--- src/logic/snax_macros.svh ---
`ifndef SNAX_MACROS_SVH
`define SNAX_MACROS_SVH

// ------------------------------
// Datapath and channel widths
// ------------------------------
`define SNAX_DATA_WIDTH   64
`define SNAX_ID_WIDTH     5
`define SNAX_ADDR_WIDTH   2
`define SNAX_OP_WIDTH     4

// Entries per queue in the shell
`define SNAX_QUEUE_DEPTH  4

// Target field value of this accelerator
`define SNAX_ACC_ADDR     2

// ------------------------------
// Opcodes, low nibble of data_op
// ------------------------------
`define SNAX_OP_ADD       4'd0
`define SNAX_OP_SUB       4'd1
`define SNAX_OP_AND       4'd2
`define SNAX_OP_OR        4'd3
`define SNAX_OP_XOR       4'd4
`define SNAX_OP_MUL       4'd5
`define SNAX_OP_MAC       4'd6
`define SNAX_OP_CLR       4'd7

`endif

--- src/logic/snax_pkg.sv ---
`include "snax_macros.svh"

package snax_pkg;

    // ------------------------------
    // Scalar field types
    // ------------------------------
    typedef logic [`SNAX_ADDR_WIDTH-1:0] acc_addr_t;
    typedef logic [`SNAX_ID_WIDTH-1:0]   acc_id_t;
    typedef logic [`SNAX_DATA_WIDTH-1:0] acc_data_t;

    // Supported operations
    typedef enum logic [`SNAX_OP_WIDTH-1:0] {
        OP_ADD = `SNAX_OP_ADD,
        OP_SUB = `SNAX_OP_SUB,
        OP_AND = `SNAX_OP_AND,
        OP_OR  = `SNAX_OP_OR,
        OP_XOR = `SNAX_OP_XOR,
        // Low half of the product
        OP_MUL = `SNAX_OP_MUL,
        // Accumulate product, return new sum
        OP_MAC = `SNAX_OP_MAC,
        // Return sum, then zero it
        OP_CLR = `SNAX_OP_CLR
    } acc_op_e;

    // ------------------------------
    // Channel payloads
    // ------------------------------

    // Request as issued by the core
    typedef struct packed {
        acc_addr_t   addr;
        acc_id_t     id;
        logic [31:0] data_op;
        acc_data_t   data_arga;
        acc_data_t   data_argb;
    } acc_req_t;

    // Decoded command, decoder to datapath
    typedef struct packed {
        acc_id_t   id;
        acc_op_e   op;
        logic      illegal;
        acc_data_t arga;
        acc_data_t argb;
    } acc_cmd_t;

    // Response back to the core
    typedef struct packed {
        acc_id_t   id;
        logic      error;
        acc_data_t data;
    } acc_rsp_t;

endpackage

--- src/logic/acc_offload_decoder.sv ---
`timescale 1ns/1ps

`include "snax_macros.svh"

module acc_offload_decoder (
    input  logic               clk_i,
    input  logic               rst_n_i,
    // Request from the core
    input  snax_pkg::acc_req_t req_i,
    input  logic               req_valid_i,
    output logic               req_ready_o,
    // Command towards the request queue
    output snax_pkg::acc_cmd_t cmd_o,
    output logic               cmd_valid_o,
    input  logic               cmd_ready_i
);

    import snax_pkg::*;

    // ------------------------------
    // Decode
    // ------------------------------
    logic     addr_hit;
    logic     op_upper_clear;
    logic     op_in_range;
    logic     illegal;
    acc_cmd_t cmd_d;

    // Output register
    acc_cmd_t cmd_q;
    logic     cmd_valid_q;
    logic     req_fire;

    // Target must match this accelerator
    assign addr_hit = (req_i.addr == acc_addr_t'(`SNAX_ACC_ADDR));

    // Only the low nibble may carry bits
    assign op_upper_clear = (req_i.data_op[31:`SNAX_OP_WIDTH] == '0);

    // CLR is the highest defined opcode
    assign op_in_range = (req_i.data_op[`SNAX_OP_WIDTH-1:0] <= `SNAX_OP_CLR);

    assign illegal = ~(addr_hit & op_upper_clear & op_in_range);

    always_comb begin
        cmd_d.id      = req_i.id;
        cmd_d.illegal = illegal;
        cmd_d.arga    = req_i.data_arga;
        cmd_d.argb    = req_i.data_argb;
        // Park illegal requests on a harmless opcode
        if (illegal) begin
            cmd_d.op = OP_ADD;
        end else begin
            cmd_d.op = acc_op_e'(req_i.data_op[`SNAX_OP_WIDTH-1:0]);
        end
    end

    // ------------------------------
    // Handshake
    // ------------------------------

    // Free when empty or draining this cycle
    assign req_ready_o = ~cmd_valid_q | cmd_ready_i;
    assign req_fire    = req_valid_i & req_ready_o;

    always_ff @(posedge clk_i) begin
        if (!rst_n_i) begin
            cmd_valid_q <= 1'b0;
        end else if (req_ready_o) begin
            cmd_valid_q <= req_valid_i;
        end
    end

    // Capture decoded command
    always_ff @(posedge clk_i) begin
        if (req_fire) begin
            cmd_q <= cmd_d;
        end
    end

    assign cmd_o       = cmd_q;
    assign cmd_valid_o = cmd_valid_q;

endmodule

--- config.mk ---
export PLATFORM = sky130hd
export DESIGN_NAME = acc_offload_decoder
export DESIGN_NICKNAME = d
export VERILOG_FILES = /design/src/logic/snax_pkg.sv /design/src/logic/acc_offload_decoder.sv
export VERILOG_INCLUDE_DIRS = /design/src /design/src/logic
export SDC_FILE = /design/constraint.sdc
export NUM_CORES = 1
export LEC_CHECK = 0
export ABC_AREA = 1
export BUFFER_PORTS_ARGS = -buffer_cell sky130_fd_sc_hd__buf_2
export CELL_PAD_IN_SITES_DETAIL_PLACEMENT = 1
export CELL_PAD_IN_SITES_GLOBAL_PLACEMENT = 1
export CORE_AREA = 2 2 122 124
export DETAILED_ROUTE_END_ITERATION = 7
export DIE_AREA = 0 0 124 126
export HOLD_SLACK_MARGIN = 0.08
export PLACE_DENSITY_LB_ADDON = 0.1
export SLEW_MARGIN = 25
export SYNTH_ARGS = -nofsm -noshare
export SYNTH_HDL_FRONTEND = slang
export SYNTH_SLANG_ARGS = --single-unit
--- constraint.sdc ---
create_clock -name clk_i -period 12.7 [get_ports clk_i]
set_input_delay 2.54 -clock clk_i [delete_from_list [all_inputs] [get_ports clk_i]]
set_output_delay 2.54 -clock clk_i [all_outputs]
set_load 0.03 [all_outputs]
After elaboration in Yosys (flattened, before gate mapping)
Index checks and enable logic that the tools add are counted.
- $add $sub $neg: 0
- $mul: 0
- div/mod/pow operators: 0
- $lt $le $gt $ge: 1
- equality and inequality tests: 1
- shift operators: 0
- muxes and demuxes: 0
- bitwise gates (word level): 6
- reduce and logical (&&, ||, !) cells: 1
- operators by type and width (operator ; count):
    zero test 28 bit ; 1
    less-or-equal comparator 4 x 3 -> 1 bit (second input constant) ; 1
    AND 1 bit ; 3
    equality test 2 bit (second input constant) ; 1
    inverter 1 bit ; 2
    OR 1 bit ; 1
- register bits: 139
- latch bits: 0
- RAM bits: 0
- bits in read-only memories: 0
- input port bits: 171
- output and inout port bits: 140
- logic and storage cells: 15
- memories: 0

Logic depth before layout (Yosys ltp)
- word-level depth: 4
- depth in mapped cells: 5
- gate-level depth less buffers: 5

Least setup slack after synthesis
OpenSTA, ideal clock, no wires.
- kind: input port to flip-flop
- start: input port req_valid_i
- end: register cmd_q, in the netlist cmd_o[0] (enable)
- setup time: 0.681 ns
- arrival: 9.218 ns
- data required time: 12.019 ns
- path slack: 2.801 ns
- stages: 2
- buffers on the path: 0
- path through: inv_1 -> a21oi_1
- longest elaborated chain between the ends: 1
- RTL lines (item ; line ; RTL):
    start: declaration ; acc_offload_decoder.sv:10 ; input logic req_valid_i,
    AND 1 bit ; acc_offload_decoder.sv:64 ; assign req_fire = req_valid_i & req_ready_o;
    via req_fire ; acc_offload_decoder.sv:32 ; logic req_fire;
    end signal: assignment ; acc_offload_decoder.sv:77 ; cmd_q <= cmd_d;
    end: declaration ; acc_offload_decoder.sv:30 ; acc_cmd_t cmd_q;
The timed path passes the listed nets, and every way through them passes these cells.
A chain may end at the register's enable or synchronous reset.

Final worst setup path
- start: input port cmd_ready_i
- end: output port req_ready_o
- longest elaborated chain between the ends: 1
- RTL lines (item ; line ; RTL):
    start: declaration ; acc_offload_decoder.sv:15 ; input logic cmd_ready_i
    OR 1 bit ; acc_offload_decoder.sv:63 ; assign req_ready_o = ~cmd_valid_q | cmd_ready_i;
    end: declaration ; acc_offload_decoder.sv:11 ; output logic req_ready_o,
Every way passes these cells.

==> impl_metrics.csv <==
group,metric,value,unit
synthesis,netlist_area,4340,um^2
synthesis,ys_seq_elements,139,
synthesis,synth.most_common_cell,"edfxtp_1",
pwr,clkPwrFrac,0.433,
floorplan,start_util,0.303,
timing,fin_ws,7.16,ns
synthesis,synth_area_leaders,"edfxtp_1, nor2_1, nand2_1",
timing,tightest_slew,0.942,ns
setup_path,reg2reg_depth,2,
place,place_ws,7.16,ns
clock_tree,post_cts_buffers,0,
floorplan,dieArea,15600,um^2
timing,setup_violations,0,
pwr,p_leak,2.95,nW
timing,report.final.slew_viol_count,0,
place,place.gp.congestion,0.736,
place,dpl.hpwl,9350,um
timing,period_needed,5.54,ns
floorplan,core_area,14300,um^2
timing,rsz0062_at_grt,"false",
pwr,finalPower,1.17,mW
drt,wl,11900,um
synthesis,async_flop_share,0,
setup_path,r2r_slack,11.02,ns
clock_tree,clk_latency,0.40,ns
setup_path,worstSetupPathType,"in -> out",
global_routing,antenna_found_initial,1,
pwr,seqPwrFrac,0.465,
layout,area_growth,55.7,%
floorplan,die_h,126,um
pwr,internal_power,0.901,mW
hold_path,holdPathStages,2,
global_routing,grt_pass1_wl,17100,um
timing,fmax,0.181,GHz
setup_path,crit_fanout,2,
global_routing,grt_use_total,0.151,
layout,drive_above_1_share,0.644,
place,port_buffers,310,
timing,fin_tns_setup,0,ns
drt,vias_per_cell,4.17,
synthesis,yosysWarnings,0,
synthesis,syn-mean-instance-area,23.8,um^2
floorplan,row_count,44,
job,drv_cap,0,
drt,dr.first_iter.drc_count,111,
setup_path,start_kind,"input port",
clock_tree,cts.sinks,139,
synthesis,synthCells,182,
floorplan,boundaryPins,311,
layout,fillers,1496,
synthesis,ys.flop_type,"edfxtp_1",
synthesis,synth_cell_type_count,11,
setup_path,cp_data_required_time,10.16,ns
synthesis,synth_commonest_cells,"edfxtp_1, nor2_1, nand2_1",
setup_path,slowest_delay,0.18,ns
layout,nets,684,
clock_tree,htree_levels,4,
synthesis,synthesis.nets,353,
clock_tree,clock-root-buffer,"clkbuf_16",
clock_tree,cts_resized,0,
global_routing,grt_max_degree,76,
run_status,outcome,"completed",
synthesis,yosysTopAreaCellShare,0.955,
pwr,pwr-share-comb,0.101,
drt,ant_nets,0,
clock_tree,path_clk_slew,0.06,ns
setup_path,end_kind,"output pin",
floorplan,die-width,124,um
global_routing,gr-total-overflow,0,
clock_tree,clockBufferDepth,2,
drt,drc,0,
timing,relSlewSlack,0.372,
synthesis,synth_edf_count,138,
setup_path,worstPathArrival,3.00,ns
setup_path,cp_cell_sequence,"buf_2 -> inv_1 -> nand2_1 -> buf_2",
clock_tree,hold_buffers,0,
clock_tree,cts_tree,"done",
pwr,cellPowerDensity,173,nW/um^2
synthesis,synth-seq-area-share,0.960,
pwr,switching_share,0.228,
setup_path,worst_path_max_delay_cell,"buf_2",
timing,finalHoldViolations,0,
drt,drt_first_pass_iters,4,
setup_path,crit_top_cell,"buf_2",
timing,worst_clock_skew,0.00556,ns
pwr,vdd_drop_max,0.0785,mV
pwr,power.net_switching,0.266,mW
layout,final_util,0.472,
hold_path,hold_path_class,"reg -> reg",
clock_tree,cts-buffers-inserted,17,
synthesis,synth_area_leader_cell,"edfxtp_1",
drt,routed-via-count,2962,
drt,wire_per_inst,16.7,um
timing,post-route-period-util,0.436,
global_routing,grt_pass1_vias,3153,
==> flip-flops by register name, indices dropped and copies added (netlist names) <==
register,cells
cmd_o,138
cmd_valid_o,1
==> worst paths after layout <==
path,from,end
setup reg to reg,cmd_valid_o,cmd_o[38]
hold reg to reg,cmd_valid_o,cmd_valid_o
setup / recovery,cmd_ready_i,req_ready_o
hold / removal,cmd_valid_o,cmd_valid_o
==> final cells by class <==
class,instances,area [um^2],area share
antenna,1,2.50,0.000370
clock buffer,20,437,0.0646
clock inverter,12,170,0.0252
inverter,7,26.3,0.00389
multi-input combinational,36,159,0.0235
sequential,139,4160,0.616
tap,184,230,0.0341
timing repair buffer,312,1570,0.232
==> through the flow <==
step,cell area [um^2],std cells,hold WS (ns)
after floorplan,4340,182,0.861
after global placement,6150,678,0.528
after detailed placement,6150,678,0.573
after CTS,6750,710,0.583
after global routing,6760,711,0.591
final,6760,711,0.577
==> per-layer routing <==
metal | share of wire | GRT usage | vias up
met4 | 0.020 | 0.0701 | 0
met5 | 0 | 0 | -
met3 | 0.14 | 0.0833 | 18
li1 | - | - | 1363
met1 | 0.33 | 0.146 | 1400
met2 | 0.51 | 0.260 | 181
==> critical path: cells and delay by family <==
kind | cells | cell delay [ns]
buffers and inverters | 3 | 0.37
and+or+nand+nor | 1 | 0.08
==> power by group through the flow <==
stage                     combinational, mW  sequential (mW)  clock (mW)
final                                 0.118            0.543       0.506
after CTS                             0.120            0.544       0.522
after global routing                  0.126            0.546       0.539
after floorplan                      0.0102            0.613           0
after global placement                0.119            0.552           0
after detailed placement              0.120            0.553           0
==> cells by family after synthesis <==
kind of cell	share of synthesized area
flip-flops	0.960
buffers and inverters	0.00606
AND/OR/NAND/NOR	0.0303
other	0.000864
AO/OA/AOI/OAI	0.00288
==> placed cells by master (no fill, tap or decap) <==
cell	n
conb_1	1
clkinv_1	3
clkbuf_16	17
a21oi_4	1
clkbuf_1	3
inv_6	2
inv_1	7
bufinv_16	4
clkinv_2	1
buf_4	2
a21boi_0	1
nand4_1	1
nor2_1	18
buf_2	310
nand2_1	10
nor3_1	3
dfxtp_1	1
clkinv_4	1
nand3_1	1
edfxtp_1	138
diode_2	1
clkinvlp_4	1
(Power assumes the default switching activity.)
