<file path="config.mk">
export PLATFORM = sky130hd
export DESIGN_NAME = acc_fifo
export DESIGN_NICKNAME = d
export VERILOG_FILES = /design/src/logic/acc_fifo.sv
export SDC_FILE = /design/constraint.sdc
export NUM_CORES = 1
export LEC_CHECK = 0
export CORE_ASPECT_RATIO = 0.7
export CORE_MARGIN = 2
export CORE_UTILIZATION = 29
export DETAILED_ROUTE_END_ITERATION = 8
export DONT_BUFFER_PORTS = 1
export PLACE_DENSITY = 0.51
export SYNTH_ARGS = -nofsm -noshare
export SYNTH_HDL_FRONTEND = slang
export SYNTH_SLANG_ARGS = --single-unit
</file>
<file path="constraint.sdc">
create_clock -name clk_i -period 3.3 [get_ports clk_i]
set_clock_uncertainty 0.1 [all_clocks]
set_input_delay 0.495 -clock clk_i [delete_from_list [all_inputs] [get_ports clk_i]]
set_output_delay 0.495 -clock clk_i [all_outputs]
set_load 0.02 [all_outputs]
</file>
<file path="src/logic/acc_fifo.sv">
`timescale 1ns/1ps

module acc_fifo #(
    parameter type         item_t = logic,
    parameter int unsigned DEPTH  = 4
) (
    input  logic  clk_i,
    input  logic  rst_n_i,
    // Write side
    input  item_t push_data_i,
    input  logic  push_valid_i,
    output logic  push_ready_o,
    // Read side
    output item_t pop_data_o,
    output logic  pop_valid_o,
    input  logic  pop_ready_i
);

    // ------------------------------
    // Sizing
    // ------------------------------
    localparam int unsigned PTR_W = (DEPTH > 1) ? $clog2(DEPTH) : 1;
    localparam int unsigned CNT_W = $clog2(DEPTH + 1);

    // Storage and pointers
    item_t            mem [DEPTH];
    logic [PTR_W-1:0] wr_ptr_q;
    logic [PTR_W-1:0] rd_ptr_q;
    logic [CNT_W-1:0] count_q;

    // Status and transfers
    logic full;
    logic empty;
    logic push_fire;
    logic pop_fire;

    // Advance a pointer, wrapping at the last slot
    function automatic logic [PTR_W-1:0] ptr_next(input logic [PTR_W-1:0] ptr);
        if (ptr == PTR_W'(DEPTH - 1)) begin
            return '0;
        end
        return ptr + 1'b1;
    endfunction

    assign full  = (count_q == CNT_W'(DEPTH));
    assign empty = (count_q == '0);

    // Full queue still takes an item when one leaves
    assign push_ready_o = ~full | pop_ready_i;
    assign pop_valid_o  = ~empty;
    assign pop_data_o   = mem[rd_ptr_q];

    assign push_fire = push_valid_i & push_ready_o;
    assign pop_fire  = pop_valid_o & pop_ready_i;

    // ------------------------------
    // Pointers and occupancy
    // ------------------------------
    always_ff @(posedge clk_i) begin
        if (!rst_n_i) begin
            wr_ptr_q <= '0;
            rd_ptr_q <= '0;
            count_q  <= '0;
        end else begin
            if (push_fire) begin
                wr_ptr_q <= ptr_next(wr_ptr_q);
            end
            if (pop_fire) begin
                rd_ptr_q <= ptr_next(rd_ptr_q);
            end
            // Count moves only on one-sided transfers
            case ({push_fire, pop_fire})
                2'b10:   count_q <= count_q + 1'b1;
                2'b01:   count_q <= count_q - 1'b1;
                default: count_q <= count_q;
            endcase
        end
    end

    // Write port
    always_ff @(posedge clk_i) begin
        if (push_fire) begin
            mem[wr_ptr_q] <= push_data_i;
        end
    end

endmodule

</file>
# After elaboration in Yosys (flattened, before gate mapping)
# Memory sizes are Yosys's and may differ from the RTL's. A register that Yosys moved wholly into a read port is not among the register bits.
# Cells that the tools add are included.
# word_totals
register_bits,7
ramBits,4
inputBits,5
out_inout_bits,3
n_memories,1
# op_classes
addsub,4
eq_ne,5
n_mux,15
bitwise,5
n_reduce_logical,2
# mem_list
memory,depth,width,rd,rd_clocked_by_memory_dff,wr,line_no,source
mem,4,1,1,1,1,26,item_t mem [DEPTH];
# ops
cell,n
$mux 2,6
$mux 1,8
$eq 2x2->1 const B,3
$pmux 3 s2,1
$add 2x1->2 const B,2
$add 3x1->3 const B,1
$eq 3x3->1 const B,1
$logic_not 3->1,1
$sub 3x1->3 const B,1
$and 1x1->1,2
$eq 2x1->1 const B,1
$not 1->1,2
$reduce_bool 2->1,1
$or 1x1->1,1

# Longest topological paths before layout
# Gate-level depths: netlist (run 1).
# depth
ltp_word,8
ltp_mapped,10

# Worst setup path after synthesis (run 1)
# Ideal clock, no wire load.
# synth_path
path_kind,input to register
from,in pop_ready_i
to,reg count_q[2]
setup_ns,0.076
t_arrival_ns,2.504
required_time_ns,3.124
slack_ns,0.621
stages,10
cell_sequence,or4b_1 -> buf_2 -> and2_4 -> inv_1 -> ha_1 -> inv_1 -> fa_1 -> xor2_1 -> or3_1 -> a21boi_0
# synth_between
elab_chain_cells,4
word_cells_on_any_way,7
cone_classes,eq/ne: 2; mux: 1; bitwise: 3; reduce/logical: 1
# synth_rtl
item,line_no,source
start: declaration,16,input logic pop_ready_i
$or 1x1->1 *,49,assign push_ready_o = ~full | pop_ready_i;
named net push_ready_o,12,"output logic push_ready_o,"
$and 1x1->1 *,53,assign push_fire = push_valid_i & push_ready_o;
$eq 2x1->1 or $eq 2x2->1 (tied branches),72,"case ({push_fire, pop_fire})"
$pmux 3 s2 or $reduce_bool 2->1 (tied branches),--,
end signal: assignment,73,2'b10: count_q <= count_q + 1'b1;
end signal: assignment,74,2'b01: count_q <= count_q - 1'b1;
end signal: assignment,75,default: count_q <= count_q;
end: declaration,29,logic [CNT_W-1:0] count_q;
# Mark *: on every way through the listed nets, which the timed path passes. The rest lies on a longest branch.
# A chain may end at the register's enable or synchronous reset.

# Worst setup path after layout (run 1)
# layout_path
from,reg count_q[0]
to,reg count_q[2]
# layout_between
elab_chain_cells,6
word_cells_on_any_way,13
cone_classes,add/sub: 2; eq/ne: 3; mux: 1; bitwise: 5; reduce/logical: 2
# layout_rtl
item,line_no,source
$eq 3x3->1,45,assign full = (count_q == CNT_W'(DEPTH));
$not 1->1,49,
$or 1x1->1,49,
$and 1x1->1,53,
$eq 2x1->1 or $eq 2x2->1 (tied branches),72,
$pmux 3 s2 or $reduce_bool 2->1 (tied branches),--,
# Parallel ways exist; a longest one is shown, timed or not.

==> flow_summary.toml, run 1 <==
[worst_setup_path]
start_kind = "flip-flop"
crit_arrival_ps = 2700
path_class = "reg2reg"
path_max_fanout = 5
required_ps = 3400
end_kind = "flip-flop"

[power_and_ir_drop]
leakage_nw = 0.2875
p_per_area_nw_per_um2 = 699.1
peakVddDrop_mv = 0.2863

[clock_tree]
clock_sinks = 13
cts_setup_buffers = 0
cts.clk_slew.worst_paths_ps = 80
clockBufferDepth = 2
h-tree-depth = 1
cts_hold_buf = 0
cts_buffers = 3
cts_tree = "yes"
cts_root_buf = "clkbuf_4"
insertion_delay_ps = 280
cts_resized = 0

[drt]
vias = 416
wl_per_cell_um = 10.99
finalWirelength_um = 967
drtIter0Drc = 5
drc = 0
ant_nets = 0
vias_per_cell = 4.727
firstDrtPassIters = 4

[sta]
hold_viol = 0
final_max_slew_viol_count = 0
period_share = 0.7897
fmax_mhz = 383.7
slew_headroom = 0.6036
rsz0062_at_grt = "false"
setup_tns_ps = 0
setup_viol = 0
tightest_slew_ps = 589.6
worst_slack_ps = 693.9
finalCriticalPeriod_ps = 2606

[final_layout]
nFillCells = 230
layout-drive-gt1-share = 0.09375
multi_input_area_um2 = 300.3
antenna_cells = 0
nets = 77
area_growth_pct = 8.661
final_area_um2 = 690.7
seqCellArea_um2 = 300.3

[die]
rows = 14
die_w_um = 59.96
fp.dieH_um = 43.17
core_um2 = 2102
dieArea_um2 = 2588
ios = 8
initial_utilization = 0.3024

[status]
status = "finished clean"

[global_routing]
grt_pass1_wl_mm = 1.711
antenna_found_initial = 0
grtUsageTotal = 0.09470
grt_overflow = 0
grt_pass1_vias = 366
grt_max_degree = 12

[synth]
syn-cell-area_um2 = 635.6
synth_area_leaders = "dfxtp_1 (28%), edfxtp_1 (19%), ha_1 (12%)"
synth-seq-cells = 13
synthCells = 61
ys_types = 24
synth_top_area_cell = "dfxtp_1"
syn_area_per_cell_um2 = 10.42
synthMostInstantiatedCell = "dfxtp_1"
ys_top_cells_by_count = "dfxtp_1 (9), inv_1 (7), ha_1 (6), nand2_1 (6)"
synthArstFlopShare = 0
synth_edf_count = 4
ys.warnings.count = 0
syn-num-nets = 73
seq_area_frac_synth = 0.4724
yosysTopAreaCellShare = 0.2835
synth_flop_cell = "dfxtp_1"

[placed_design]
numPortBuffers = 0
dp_hpwl_um = 756.7
gp_congestion = 0.7102
placed_area_um2 = 664.4
preCtsSetupSlack_ps = 586.4

[job]
maxCapViolations = 0

[min_path]
hold_path.class = "in2reg"
[metrics by stage]
step | hold WS (ps) | instances | utilization | total power [mW]
after floorplan | 367.7 | 61 | - | 0.3621
after global routing | 188.9 | 88 | 0.3286 | 0.5272
after detailed placement | 394.6 | 84 | 0.3161 | 0.3917
after CTS | 208.8 | 88 | 0.3286 | 0.4892
final | 216.1 | 88 | 0.3286 | 0.4829
after global placement | 393.4 | 84 | 0.3161 | 0.3885
[layout make-up]
| type | count | share of cell area |
|---|---|---|
| inverter | 7 | 0.03804 |
| clock buffer | 4 | 0.03804 |
| multi-input combinational | 39 | 0.4348 |
| timing repair buffer | 1 | 0.01087 |
| sequential | 13 | 0.4348 |
| tap | 24 | 0.04348 |
[cell usage in the layout, fill, tap and decap left out]
cell      netlist  final
buf_4           0      1
dfxtp_1         9      9
or3_1           2      2
nand4_1         1      1
xnor2_1         1      1
edfxtp_1        4      4
a21boi_0        1      1
nor2_1          2      2
o21ai_0         4      4
and2_4          1      1
mux4_2          1      1
inv_1           7      7
o21ai_1         1      1
ha_1            6      6
and2_1          2      2
fa_1            1      1
o31ai_1         1      1
nand3_1         2      2
xor2_1          1      1
clkbuf_1        1      1
and3_1          4      4
nand2_1         6      6
mux2i_1         1      1
or4b_1          1      1
clkbuf_4        0      3
[per-layer routing]
metal | wire [µm] | track usage
met4 | 13 | 0.02667
met1 | 480 | 0.1323
met3 | 89 | 0.05488
met5 | 0 | 0
met2 | 384 | 0.1217
[worst max-delay path, cell delays in order (launching register included)]
cell and delay [ps]:
dfxtp_1 360, or4b_1 550, and2_4 200, inv_1 50, ha_1 170, inv_1 60
fa_1 370, xor2_1 150, or3_1 300, a21boi_0 200
[path summary, 6_finish.rpt]
| path | from | endpoint | slack (ps) | cells after the start |
|---|---|---|---|---|
| worst max-delay path | count_q[0]$_SDFFE_PN0P_ | count_q[2]$_SDFFE_PN0P_ | 690 | 9 |
| worst min-delay path | push_data_i | mem[0]$_DFFE_PP_ | 220 | 0 |
| worst max register to register | count_q[0]$_SDFFE_PN0P_ | count_q[2]$_SDFFE_PN0P_ | 690 | 9 |
| worst min register to register | wr_ptr_q[1]$_SDFFE_PN0P_ | wr_ptr_q[1]$_SDFFE_PN0P_ | 410 | 2 |
[kinds of logic (layout without fill, tap and decap cells)]
group	after synthesis	count (layout)	share of synthesized area
XOR/XNOR	2	2	0.02756
buffers and inverters	9	12	0.05511
AND/OR/NAND/NOR	21	21	0.1811
flip-flops	13	13	0.4724
adder cells (fa/ha/maj)	7	7	0.1496
AO/OA/AOI/OAI	7	7	0.06299
multiplexers	2	2	0.05118
[power by group]
part	switching (mW)	total (mW)	internal, mW
registers	0.0295	0.230	0.200
logic	0.0884	0.157	0.0684
clock network	0.0492	0.0961	0.0469
(Power assumes the default switching activity.)
==> run 2: changes to the inputs <==
Settings changed: ABC_AREA from default to 1.
Clock period 3.3 ns to 2.75 ns, I/O delays scaled along.
==> flow_summary.toml, run 2 <==
[synth]
synth_simple_gate_area_frac = 0.2425
synth_fa_ha_area_frac = 0.1418
synth_flop_cell = "dfxtp_1"
synth_top_area_cell = "dfxtp_1"
synthMostInstantiatedCell = "nor2_1"
synth_edf_count = 4
ys_top_cells_by_count = "nor2_1 (15), inv_1 (14), dfxtp_1 (9), nand2_1 (9), ha_1 (6)"
synthCells = 80
syn-num-nets = 92
synth_top_family_by_area = "simple AND/OR/NAND/NOR gates"
synthArstFlopShare = 0
syn_area_per_cell_um2 = 8.383
yosysTopAreaCellShare = 0.2687
ys.warnings.count = 0
synth-seq-cells = 13
synth_area_leaders = "dfxtp_1 (27%), edfxtp_1 (18%), ha_1 (11%)"
synth_compound_area_frac = 0.08396
synth_mux_area_frac = 0
synth-xor-area-share = 0
seq_area_frac_synth = 0.4478
syn-cell-area_um2 = 670.6
ys_types = 17

[worst_setup_path]
end_kind = "flip-flop"
endpoint = "count_q[2]$_SDFFE_PN0P_"
critPathLaunch = "count_q[1]$_SDFFE_PN0P_"
path_max_fanout = 6
r2r_end = "count_q[2]$_SDFFE_PN0P_"
rrSetupSlack_ps = 820
start_kind = "flip-flop"
crit_arrival_ps = 2010
r2r_cells = 12
path_class = "reg2reg"
required_ps = 2830
regToRegStartpoint = "count_q[1]$_SDFFE_PN0P_"

[final_layout]
area_growth_pct = 9.888
antenna_cells = 0
final_common_cell = "nor2_1"
layout-drive-gt1-share = 0.1310
final_cell_mix = "nor2_1 (15), inv_1 (14), nand2_1 (9), dfxtp_1 (9), ha_1 (6)"
nets = 97

[die]
fp.dieH_um = 44.24
ios = 8
dieArea_um2 = 2719
rows = 14
core_um2 = 2172
initial_utilization = 0.3088
die_w_um = 61.48

[drt]
firstDrtPassIters = 2
drc = 0
vias = 452
wl_per_cell_um = 8.578
vias_per_cell = 3.897
drtIter0Drc = 7
finalWirelength_um = 995
ant_nets = 0

[global_routing]
antenna_found_initial = 0
grtUsageTotal = 0.1007
grt_pass1_vias = 447
grt_overflow = 0
grt_pass1_wl_mm = 1.883
grt_max_degree = 8

[power_and_ir_drop]
leakage_nw = 0.3388
p_per_area_nw_per_um2 = 856.7
peakVddDrop_mv = 0.3448

[sta]
finalCriticalPeriod_ps = 1927
period_share = 0.7007
final_max_slew_viol_count = 0
tightest_slew_ps = 645.9
hold_viol = 0
setup_tns_ps = 0
fmax_mhz = 519.0
whs_ps = 137.7
rsz0062_at_grt = "false"
slew_headroom = 0.5648
setup_viol = 0

[job]
maxCapViolations = 0

[clock_tree]
clock_sinks = 13
clockBufferDepth = 2
insertion_delay_ps = 270
cts_resized = 0
cts.clk_slew.worst_paths_ps = 80
cts_tree = "yes"
cts_setup_buffers = 0
h-tree-depth = 1
cts_root_buf = "clkbuf_4"
cts_buffers = 3
cts_hold_buf = 0

[placed_design]
gp_congestion = 0.7294
numPortBuffers = 0
dp_hpwl_um = 807.9

[min_path]
hold_path.class = "in2reg"

[status]
status = "finished clean"
## run 2: per-layer routing
layer  wire length, µm  GRT usage  share of wire
met1               544     0.1338           0.55
met2               373     0.1255           0.37
met3                65    0.07018          0.065
met4                11    0.03830          0.011
met5                 0          0              0
## run 2: logic make-up (layout without fill, tap and decap cells)
group	count (synthesis)	after routing
simple gates	35	35
buf+inv	15	19
compound gates	10	10
fa+ha+maj	7	7
flops	13	13
## run 2: cell type report
class                           instances  area [µm²]
Inverter                               15       56.30
Clock buffer                            4       26.28
Tap cell                               32       40.04
Fill cell                             240        1435
Multi-Input combinational cell         52       314.1
Sequential cell                        13       300.3
## run 2: how the worst min path moves through the flow
stage | start | end | depth (start not counted)
after floorplan | rd_ptr_q[1]$_SDFFE_PN0N_ | flip-flop | 2
after global placement | rd_ptr_q[1]$_SDFFE_PN0N_ | rd_ptr_q[1]$_SDFFE_PN0N_ | 2
after detailed placement | rd_ptr_q[1]$_SDFFE_PN0N_ | rd_ptr_q[1]$_SDFFE_PN0N_ | 2
after CTS | push_data_i | mem[3]$_DFFE_PP_ | 0
after global routing | push_data_i | mem[3]$_DFFE_PP_ | 0
final | push_data_i | mem[3]$_DFFE_PP_ | 0
## run 2: power by group
| group | leakage [nW] | internal (mW) | switching, mW | total (mW) |
|---|---|---|---|---|
| logic | 0.213 | 0.0826 | 0.157 | 0.239 |
| registers | 0.111 | 0.244 | 0.0318 | 0.276 |
| clock network | 0.0150 | 0.0562 | 0.0602 | 0.116 |
| total | 0.339 | 0.383 | 0.249 | 0.631 |
## run 2: critical path, stage by stage, from the launching register on
cell     delay [ps]
dfxtp_1         350
nor2_4          180
nand2_4         120
nand2_2         130
ha_1            190
inv_1            70
fa_1            380
inv_1            60
nand2_1          40
nand3_1          80
nand2_1          50
nand2_1          50
nor2_1           30
## run 2: through the flow
step	power [mW]	cells	utilization	area, µm²	worst slack (ps)
2_1_floorplan	0.4826	80	-	670.6	918.2
3_3_place_gp	0.5190	112	0.3272	710.7	816.2
3_5_place_dp	0.5221	112	0.3272	710.7	791.2
4_1_cts	0.6425	116	0.3393	737.0	799.9
5_1_grt	0.7095	116	0.3393	737.0	630.3
6_report	0.6314	116	0.3393	737.0	823.0
==> run 3: changes to the inputs <==
Clock period 2.75 ns to 1.9 ns, I/O delays scaled along.
==> flow_summary.toml, run 3 (synthesized netlist as in run 2, its figures left out) <==
[die]
die_w_um = 61.48
core_um2 = 2172
dieArea_um2 = 2719
ios = 8
fp.dieH_um = 44.24
rows = 14
initial_utilization = 0.3088

[worst_setup_path]
r2r_cells = 11
regToRegStartpoint = "count_q[0]$_SDFFE_PN0P_"
path_max_fanout = 3
crit_buf_inv = 2
cp_slowest_stage_delay_ps = 380
crit_arrival_ps = 1840
path_delay_family = "adder cells"
critPathLaunch = "count_q[0]$_SDFFE_PN0P_"
crit_chain = "nor2_4, a21boi_2, ha_2, inv_1, fa_2, inv_1, nand2_1, nand3_1, nand2_1, nand2_1, nor2_1"
r2r_end = "count_q[2]$_SDFFE_PN0P_"
path_depth = 11
required_ps = 1980
start_kind = "flip-flop"
cp_slowest_cell = "dfxtp_1"
endpoint = "count_q[2]$_SDFFE_PN0P_"
rrSetupSlack_ps = 150
end_kind = "flip-flop"
path_common_cell = "nand2_1"
path_class = "reg2reg"

[drt]
vias = 457
vias_per_cell = 3.840
ant_nets = 0
drtIter0Drc = 8
firstDrtPassIters = 4
drc = 0
finalWirelength_um = 982
wl_per_cell_um = 8.252

[sta]
fmax_mhz = 570.8
hold_viol = 0
setup_tns_ps = 0
setup_viol = 0
tightest_slew_ps = 176.8
worst_slack_ps = 148.1
period_share = 0.9221
slew_headroom = 0.8815
finalCriticalPeriod_ps = 1752
final_max_slew_viol_count = 0
rsz0062_at_grt = "false"

[final_layout]
layout-drive-gt1-share = 0.1839
final_cell_mix = "nor2_1 (15), inv_1 (14), nand2_1 (9)"
final_common_cell = "nor2_1"
area_growth_pct = 16.04
stdcell_count = 119
antenna_cells = 0
final_core_util = 0.3583
nets = 100

[clock_tree]
cts_buffers = 3
clockBufferDepth = 2
h-tree-depth = 1
clock_sinks = 13
cts_root_buf = "clkbuf_4"
cts_tree = "yes"
insertion_delay_ps = 280
cts.clk_slew.worst_paths_ps = 80

[placed_design]
gp_congestion = 0.6902
numPortBuffers = 0
preCtsSetupSlack_ps = 65.24
dp_hpwl_um = 794.2
place_inst = 114

[global_routing]
antenna_found_initial = 0
grt_overflow = 0
grt_pass1_wl_mm = 1.766
grt_max_degree = 8
grtUsageTotal = 0.09373
grt_pass1_vias = 424

[min_path]
worstHoldPathCells = 2
hold_path.class = "in2reg"

[power_and_ir_drop]
finalPower_uw = 948.7
peakVddDrop_mv = 0.7266
leakage_nw = 0.3519
p_per_area_nw_per_um2 = 1219

[job]
maxCapViolations = 0

[status]
status = "finished clean"
-- run 3: worst register-to-register path, delay by kind of cell (launching register included) --
kind / cells / cell delay, ps
buffers and inverters: 2 / 120
adder cells (fa/ha/maj): 2 / 540
flip-flops: 1 / 380
AO/OA/AOI/OAI: 1 / 190
AND/OR/NAND/NOR: 6 / 320
-- run 3: area by class of cell --
| class | instances | area, µm² |
|---|---|---|
| timing repair buffer | 3 | 25.02 |
| inverter | 15 | 56.30 |
| fill | 224 | 1394 |
| clock buffer | 4 | 26.28 |
| multi-input combinational | 52 | 329.1 |
| tap | 32 | 40.04 |
| sequential | 13 | 301.5 |
-- run 3: report_power, final --
part / total, mW / internal (mW) / switching (mW)
logic: 0.383 / 0.143 / 0.239
registers: 0.400 / 0.355 / 0.0443
clock network: 0.166 / 0.0813 / 0.0850
-- run 3: worst min path at each step --
stage                           start  slack [ps]                       end
after floorplan           push_data_i         280          mem[0]$_DFFE_PP_
after global placement    push_data_i         280          mem[1]$_DFFE_PP_
after detailed placement  push_data_i         280          mem[1]$_DFFE_PP_
after CTS                 push_data_i          10          mem[1]$_DFFE_PP_
after global routing          rst_n_i          10  wr_ptr_q[1]$_SDFFE_PN0P_
final                         rst_n_i          10   count_q[2]$_SDFFE_PN0P_
-- run 3: routing by layer --
metal	wire length, µm	up-vias	track usage
li1	-	261	-
met1	524	186	0.1152
met4	11	0	0.03830
met5	0	-	0
met3	64	2	0.06140
met2	382	8	0.1298
-- run 3: stage by stage --
stage,hold WS (ps),instance area [µm²]
6_report,14.46,778.2
2_1_floorplan,283.9,670.6
3_5_place_dp,284.2,725.7
5_1_grt,11.07,778.2
3_3_place_gp,284.2,725.7
4_1_cts,9.663,752.0
-- run 3: what timing repair did --
item	in CTS	in global routing
hold buffers	0	1
buffers inserted	0	0
endpoints found under the setup margin	0	1
hold endpoints to repair	0	4
resized for setup	0	5
